File: src/hdl/cpu_pkg.sv
// Opcodes, register indices and bus structs shared by the CPU blocks; import into each module
`default_nettype none

package cpu_pkg;

    // Data and address width of the whole machine
    localparam int WORD_WIDTH = 16;

    // Special register indices
    localparam logic [3:0] wr_id = 4'd0;
    localparam logic [3:0] pc_id = 4'd1;
    localparam logic [3:0] sp_id = 4'd2;
    localparam logic [3:0] sr_id = 4'd3;

    typedef enum logic [3:0] {
        op_set    = 4'h0,
        op_read   = 4'h1,
        op_cpy    = 4'h2,
        op_add    = 4'h3,
        op_sub    = 4'h4,
        op_and    = 4'h5,
        op_xor    = 4'h6,
        op_eq     = 4'h7,
        op_jif    = 4'h8,
        op_load   = 4'h9,
        op_str    = 4'ha,
        op_push   = 4'hb,
        op_pop    = 4'hc,
        op_debug  = 4'hd,
        op_retint = 4'he,
        op_quit   = 4'hf
    } opcode_t;

    // Instruction sits in the low byte of a memory word
    typedef struct packed {
        opcode_t    opcode;
        logic [3:0] arg;
    } instr_t;

    typedef struct packed {
        logic                  psel;
        logic                  penable;
        logic                  pwrite;
        logic [WORD_WIDTH-1:0] paddr;
        logic [WORD_WIDTH-1:0] pwdata;
    } apb_req_t;

    typedef struct packed {
        logic [WORD_WIDTH-1:0] prdata;
        logic                  pready;
    } apb_rsp_t;

    // Register file write request
    typedef struct packed {
        logic                  valid;
        logic [3:0]            index;
        logic [WORD_WIDTH-1:0] value;
    } reg_write_t;

endpackage

`default_nettype wire

File: src/hdl/cpu_alu.sv
// Combinational ALU of the CPU core that turns the current instruction into a register write
`default_nettype none

module cpu_alu
    import cpu_pkg::*;
(
    input  instr_t                instr,
    input  logic [WORD_WIDTH-1:0] working_register,
    input  logic [WORD_WIDTH-1:0] other_register,
    input  logic [WORD_WIDTH-1:0] status_register,
    output reg_write_t            alu_write
);

    always_comb
    begin
        alu_write.valid = 1'b1;
        alu_write.index = wr_id;
        alu_write.value = '0;
        case (instr.opcode)
            op_set:
                alu_write.value = WORD_WIDTH'(instr.arg);
            op_read:
                alu_write.value = other_register;
            op_cpy:
            begin
                // Only opcode that targets the argument register
                alu_write.index = instr.arg;
                alu_write.value = working_register;
            end
            op_add:
                alu_write.value = working_register + other_register;
            op_sub:
                alu_write.value = working_register - other_register;
            op_and:
                alu_write.value = working_register & other_register;
            op_xor:
                alu_write.value = working_register ^ other_register;
            op_eq:
                alu_write.value = (working_register == other_register) ? WORD_WIDTH'(1) : '0;
            default:
            begin
                // Memory, flow and control opcodes
                alu_write.valid = 1'b0;
            end
        endcase
    end

endmodule

`default_nettype wire

File: src/hdl/cpu_mem_port.sv
// APB master of the CPU core, fetches each instruction and runs its data transfer if any
`default_nettype none

module cpu_mem_port
    import cpu_pkg::*;
(
    input  logic                  clk,
    input  logic                  reset,
    input  logic                  enable,
    input  logic [WORD_WIDTH-1:0] program_counter,
    input  logic [WORD_WIDTH-1:0] stack_pointer,
    input  logic [WORD_WIDTH-1:0] working_register,
    input  logic [WORD_WIDTH-1:0] other_register,
    output apb_req_t              apb_req,
    input  apb_rsp_t              apb_rsp,
    output instr_t                instr,
    output reg_write_t            mem_write,
    output logic                  step_done
);

    typedef enum logic [2:0] {
        st_idle,
        st_fetch_setup,
        st_fetch_access,
        st_data_setup,
        st_data_access,
        st_done
    } state_t;

    state_t                state;
    instr_t                fetched;
    logic [WORD_WIDTH-1:0] read_data;
    logic [WORD_WIDTH-1:0] data_addr;
    logic                  in_data;

    function automatic logic is_mem_op(input opcode_t op);
        return op inside {op_load, op_str, op_push, op_pop};
    endfunction

    assign fetched = instr_t'(apb_rsp.prdata[7:0]);

    always_ff @(posedge clk)
    begin
        if (!reset)
        begin
            state <= st_idle;
            instr <= '0;
        end
        else
        begin
            case (state)
                st_idle:
                    if (enable)
                        state <= st_fetch_setup;
                st_fetch_setup:
                    state <= st_fetch_access;
                st_fetch_access:
                    if (apb_rsp.pready)
                    begin
                        instr <= fetched;
                        state <= is_mem_op(fetched.opcode) ? st_data_setup : st_done;
                    end
                st_data_setup:
                    state <= st_data_access;
                st_data_access:
                    if (apb_rsp.pready)
                        state <= st_done;
                st_done:
                    // Next fetch right after step_done, none after quit
                    if (enable)
                        state <= (instr.opcode == op_quit) ? st_idle : st_fetch_setup;
                default:
                    state <= st_idle;
            endcase
        end
    end

    always_ff @(posedge clk)
    begin
        if (state == st_data_access && apb_rsp.pready)
            read_data <= apb_rsp.prdata;
    end

    // Stack grows upwards, pop reads the word below sp
    always_comb
    begin
        case (instr.opcode)
            op_push: data_addr = stack_pointer;
            op_pop:  data_addr = stack_pointer - 1'b1;
            default: data_addr = other_register;
        endcase
    end

    assign in_data = (state == st_data_setup) || (state == st_data_access);

    // Registers only change on step_done, so these hold over a transfer
    always_comb
    begin
        apb_req.psel    = (state != st_idle) && (state != st_done);
        apb_req.penable = (state == st_fetch_access) || (state == st_data_access);
        apb_req.pwrite  = in_data && (instr.opcode inside {op_str, op_push});
        apb_req.paddr   = in_data ? data_addr : program_counter;
        apb_req.pwdata  = working_register;
    end

    assign step_done = (state == st_done) && enable;

    always_comb
    begin
        mem_write.valid = step_done && (instr.opcode inside {op_load, op_pop});
        mem_write.index = wr_id;
        mem_write.value = read_data;
    end

endmodule

`default_nettype wire

File: src/hdl/cpu_interrupt.sv
// Interrupt controller of the CPU core, picks a request line and saves and restores pc
`default_nettype none

module cpu_interrupt
    import cpu_pkg::*;
#(
    parameter logic [WORD_WIDTH-1:0] INT_VECTOR_BASE = 16'h0040
)(
    input  logic                  clk,
    input  logic                  reset,
    input  logic [3:0]            interrupt_request,
    input  logic [3:0]            int_mask,
    input  instr_t                instr,
    input  logic                  step_done,
    input  logic [WORD_WIDTH-1:0] next_pc,
    output logic                  take,
    output logic [WORD_WIDTH-1:0] vector
);

    logic                  in_context;
    logic [WORD_WIDTH-1:0] saved_pc;
    logic [3:0]            pending;
    logic [1:0]            line;
    logic                  enter_now;
    logic                  retint_now;

    assign pending = interrupt_request & int_mask;

    // Lowest index has priority
    always_comb
    begin
        if (pending[0])
            line = 2'd0;
        else if (pending[1])
            line = 2'd1;
        else if (pending[2])
            line = 2'd2;
        else
            line = 2'd3;
    end

    // No nesting, requests wait until retint
    assign enter_now  = step_done && !in_context && (|pending);
    assign retint_now = step_done && in_context && (instr.opcode == op_retint);

    assign take   = enter_now || retint_now;
    assign vector = retint_now ? saved_pc
                               : INT_VECTOR_BASE + WORD_WIDTH'({line, 2'b00});

    always_ff @(posedge clk)
    begin
        if (!reset)
            in_context <= 1'b0;
        else if (enter_now)
            in_context <= 1'b1;
        else if (retint_now)
            in_context <= 1'b0;
    end

    always_ff @(posedge clk)
    begin
        if (enter_now)
            saved_pc <= next_pc;
    end

endmodule

`default_nettype wire

File: src/hdl/cpu_core.sv
// Top level of the accumulator CPU, holds the register file and ties the ALU, APB and interrupts
`default_nettype none

module cpu_core
    import cpu_pkg::*;
#(
    parameter logic [WORD_WIDTH-1:0] RESET_PC        = 16'h0000,
    parameter logic [WORD_WIDTH-1:0] INT_VECTOR_BASE = 16'h0040,
    parameter logic [WORD_WIDTH-1:0] STACK_RESET     = 16'h0100
)(
    input  logic                  clk,
    input  logic                  reset,
    input  logic                  enable,
    output apb_req_t              apb_req,
    input  apb_rsp_t              apb_rsp,
    input  logic [3:0]            interrupt_request,
    output logic                  quit,
    output logic                  debug,
    output logic [WORD_WIDTH-1:0] debug_wr
);

    logic [WORD_WIDTH-1:0] registers [16];
    logic [WORD_WIDTH-1:0] other_register;
    logic [WORD_WIDTH-1:0] next_pc;
    logic [WORD_WIDTH-1:0] vector;
    instr_t                instr;
    reg_write_t            alu_write;
    reg_write_t            mem_write;
    reg_write_t            reg_write;
    logic                  step_done;
    logic                  take;
    logic                  jump;
    logic                  port_enable;

    assign other_register = registers[instr.arg];
    assign port_enable    = enable && !quit;

    cpu_alu alu0 (
        .instr            (instr),
        .working_register (registers[wr_id]),
        .other_register   (other_register),
        .status_register  (registers[sr_id]),
        .alu_write        (alu_write)
    );

    cpu_mem_port mem_port0 (
        .clk              (clk),
        .reset            (reset),
        .enable           (port_enable),
        .program_counter  (registers[pc_id]),
        .stack_pointer    (registers[sp_id]),
        .working_register (registers[wr_id]),
        .other_register   (other_register),
        .apb_req          (apb_req),
        .apb_rsp          (apb_rsp),
        .instr            (instr),
        .mem_write        (mem_write),
        .step_done        (step_done)
    );

    cpu_interrupt #(
        .INT_VECTOR_BASE (INT_VECTOR_BASE)
    ) interrupt0 (
        .clk               (clk),
        .reset             (reset),
        .interrupt_request (interrupt_request),
        .int_mask          (registers[sr_id][3:0]),
        .instr             (instr),
        .step_done         (step_done),
        .next_pc           (next_pc),
        .take              (take),
        .vector            (vector)
    );

    // Memory result and ALU result never both valid
    assign reg_write = mem_write.valid ? mem_write : alu_write;
    assign jump      = (instr.opcode == op_jif) && (registers[wr_id] != '0);

    // pc that follows this instruction when no interrupt is taken
    always_comb
    begin
        if (jump)
            next_pc = other_register;
        else if (reg_write.valid && reg_write.index == pc_id)
            next_pc = reg_write.value;
        else
            next_pc = registers[pc_id] + 1'b1;
    end

    always_ff @(posedge clk)
    begin
        if (!reset)
        begin
            for (int i = 0; i < 16; i++)
                registers[i] <= '0;
            registers[pc_id] <= RESET_PC;
            registers[sp_id] <= STACK_RESET;
            quit <= 1'b0;
        end
        else if (step_done)
        begin
            if (reg_write.valid)
                registers[reg_write.index] <= reg_write.value;
            if (instr.opcode == op_push)
                registers[sp_id] <= registers[sp_id] + 1'b1;
            else if (instr.opcode == op_pop)
                registers[sp_id] <= registers[sp_id] - 1'b1;
            // Last so it wins over a direct write to pc
            registers[pc_id] <= take ? vector : next_pc;
            if (instr.opcode == op_quit)
                quit <= 1'b1;
        end
    end

    assign debug    = step_done && (instr.opcode == op_debug);
    assign debug_wr = registers[wr_id];

endmodule

`default_nettype wire

File: config.mk
export PLATFORM = sky130hd
export DESIGN_NAME = cpu_core
export DESIGN_NICKNAME = d
export VERILOG_FILES = /design/src/hdl/cpu_pkg.sv /design/src/hdl/cpu_alu.sv /design/src/hdl/cpu_mem_port.sv /design/src/hdl/cpu_interrupt.sv /design/src/hdl/cpu_core.sv
export SDC_FILE = /design/constraint.sdc
export NUM_CORES = 1
export LEC_CHECK = 0
export BUFFER_PORTS_ARGS = -buffer_cell sky130_fd_sc_hd__buf_2
export CORE_ASPECT_RATIO = 1.2
export CORE_UTILIZATION = 29
export CTS_BUF_LIST = sky130_fd_sc_hd__clkbuf_16
export DETAILED_ROUTE_END_ITERATION = 7
export RECOVER_POWER = 25
export SETUP_SLACK_MARGIN = 0.3
export SYNTH_ARGS = -nofsm -noshare
export SYNTH_HDL_FRONTEND = slang
export SYNTH_SLANG_ARGS = --single-unit
File: constraint.sdc
create_clock -name clk -period 5.8 [get_ports clk]
set_input_delay 0.87 -clock clk [delete_from_list [all_inputs] [get_ports clk]]
set_output_delay 0.87 -clock clk [all_outputs]
set_load 0.005 [all_outputs]
==> flow_metrics.tcl <==
set metrics [dict create \
    status "finished with violations" \
    violations "max-capacitance violations, max-slew violations" \
    antenna_found_initial 1 \
    register_area_um2 8990 \
    critical_path_arrival_ns 5.33 \
    synthAdderAreaFrac_pct 3.06 \
    initial_core_util_pct 29.5 \
    area_growth_syn_to_layout_pct 12.0 \
    drc 0 \
    tightestPinTransition_ns 1.63 \
    num_rows 98 \
    n_antenna_cell 0 \
    core-area_um2 60000 \
    cp-startpoint "reset" \
    dpl_cell_area_um2 18900 \
    fin_crit_ns 5.15 \
    sequentialPowerShare_pct 44.0 \
    grt_overflow_total 0 \
    syn-mean-instance-area_um2 11.4 \
    ys_top_cells_by_area "edfxtp_1 49%, nor2_1 6.7%, mux4_2 6.2%" \
    post-place-cells 2362 \
    drt-initial-drc-count 1456 \
    layout_commonest_cell "nor2_1" \
    port_buffers 76 \
    p_sw_share_pct 29.5 \
    clock_sinks 305 \
    dieWidth_um 227 \
    hold_ws_ns 0.467 \
    fin_crit_sh_pct 88.9 \
    fin_tns_setup_ns 0 \
    reg2reg_to "registers[2][10]" \
    synth-main-ff-cell "edfxtp_1" \
    finalHoldViolCount 0 \
    syn_nets 1622 \
    wire_per_inst_um 24.5 \
    rsz0062_at_grt "false" \
    drt-total-wl_um 59300 \
    clock_path_buffers 3 \
    min_path_cells 1 \
    synth_top_family_by_area "simple AND/OR/NAND/NOR gates" \
    ctsHoldBuffers 0 \
    cp_max_fo 17 \
    stdcell_area_um2 19800 \
    vdd.ir_drop.worst_uv 221 \
    cts_tree "yes" \
    crit_type "in -> reg" \
    yosysTopAreaCellShare_pct 48.9 \
    yosysTopAreaCell "edfxtp_1" \
    reg2reg_slack_ns 0.69 \
    dieHeight_um 273 \
    fillCellCount 5939 \
    slew_violations 34 \
    ios 77 \
    setup_slack_ns 0.646 \
    hold_path.class "in -> reg" \
    avgViaCountPerCell 5.55 \
    ctsHtreeMaxLevel 1 \
    grt_pass1_wl_um 87100 \
    power_leakage_nw 6.67 \
    dp_slack_ns 0.582 \
    cts-root-buf "clkbuf_16" \
    synth_warnings 0 \
    grt_start_max_net_pins 34 \
    synthXorXnorAreaFrac_pct 2.03 \
    fmaxAchievable_mhz 194 \
    worstPathRequired_ns 5.98 \
    power.internal_mw 4.14 \
    first_global_vias 13300 \
    synth-compound-area-share_pct 12.7 \
    final_util_pct 33.1 \
    async_flop_share_pct 0 \
    synth_cells 1556 \
    cap_violations 1 \
    routabilityCongestion 0.923 \
    yosys.area_share.simple_pct 15.3 \
    multi_input_area_um2 7830 \
    grt_usage_pct 18.9 \
    power_switching_mw 1.73 \
    power_frac_comb_pct 20.2 \
    nets 1660 \
    path_clk_slew_ns 0.07 \
    ys_seq_area_share_pct 50.8 \
    final_antenna_net_count 0 \
    fin_cells 2418 \
    syn_area_um2 17700 \
    clockPowerShare_pct 35.8 \
    numCtsBuffers 30 \
    fin_worst_skew_ns 0.0176 \
    final_cell_mix "313 x nor2_1, 288 x edfxtp_1, 109 x nand2_1, 58 x a21oi_1, 58 x o21ai_0" \
    place_hpwl_um 42900 \
    r2r_cells 13 \
    muxShareOfSynthArea_pct 11.0 \
    synth-seq-cells 305 \
    synth_cell_type_count 95 \
    insertion_delay_ns 0.58 \
    start_kind "input pin" \
    power_mw 5.88 \
    first_pass_iters 5 \
    setup_viol 0 \
    worst_setup_path_end_kind "register" \
    max_slew_margin_pct -8.85 \
    crit_end "registers[5][12]" \
    synth_edf_count 288 \
    die_area_um2 62000 \
    num_vias 13400 \
    drive_gt1_share_pct 15.6 \
    powerDensity_nw_per_um2 297 \
]
metal layers:
metal	part of all wire [%]	track usage, %
met5	0.012	0
met4	4.9	8.94
met3	5.6	2.25
met2	52	34.6
met1	37	21.8
how the worst min path moves through the flow:
stage	startpoint	to	slack [ns]
CTS	apb_rsp[16]	mem_port0.read_data[15]	0.45
detailed placement	quit	quit	0.51
floorplan	quit	quit	0.50
global route	apb_rsp[16]	mem_port0.read_data[15]	0.46
global placement	quit	quit	0.49
finish	apb_rsp[16]	mem_port0.read_data[15]	0.47
power by group through the flow:
| stage | Combinational [mW] | Sequential, mW | Clock (mW) |
|---|---|---|---|
| 4_1_cts | 1.17 | 2.58 | 2.13 |
| 2_1_floorplan | 0.837 | 2.56 | 0 |
| 3_3_place_gp | 1.16 | 2.62 | 0 |
| 3_5_place_dp | 1.17 | 2.63 | 0 |
| 5_1_grt | 1.27 | 2.60 | 2.20 |
| 6_report | 1.19 | 2.59 | 2.11 |
sequential cells by signal, summed over array words and instances (netlist names), named ones only:
register               count
registers                256
interrupt0.saved_pc       16
mem_port0.read_data       16
mem_port0.instr            8
mem_port0.state            3
interrupt0.in_context      1
quit                       1
cells by family after synthesis:
kind of cell             after synthesis
XOR/XNOR                              41
multiplexers                          95
adder cells (fa/ha/maj)               42
AND/OR/NAND/NOR                      594
AO/OA/AOI/OAI                        305
flip-flops                           305
buffers and inverters                174
critical path: stages:
cell and delay, ns:
clkbuf_1 0.66, inv_1 0.53, or3_1 0.65, nor3_1 0.47, and4b_1 0.33, nand2_1 0.08
clkbuf_1 0.48, nand2_1 0.20, clkbuf_1 1.02
final cells by class:
cell class / instances / area share [%]
clock buffers: 33 / 4.17
clock inverters: 23 / 1.22
inverters: 40 / 0.758
multi-input cells: 1077 / 39.5
flip-flops and latches: 305 / 45.4
well taps: 800 / 5.05
repair buffers: 140 / 3.90
synthesized netlist by cell type (18+ instances only):
cell,n
a21oi_1,58
xnor2_1,27
buf_4,34
inv_1,35
edfxtp_1,288
nor2_1,314
o21ai_0,58
mux2i_1,18
mux4_1,23
a221oi_1,24
nand2_1,109
mux4_2,49
nor3_1,31
buf_2,32
o22ai_1,19
clkbuf_1,55
nand3_1,28
ha_1,40
repair_timing:
action / CTS / global route
gates resized for setup: 0 / 1
setup endpoints to repair: 0 / 11
buffers inserted: 0 / 0
(Power assumes the default switching activity.)
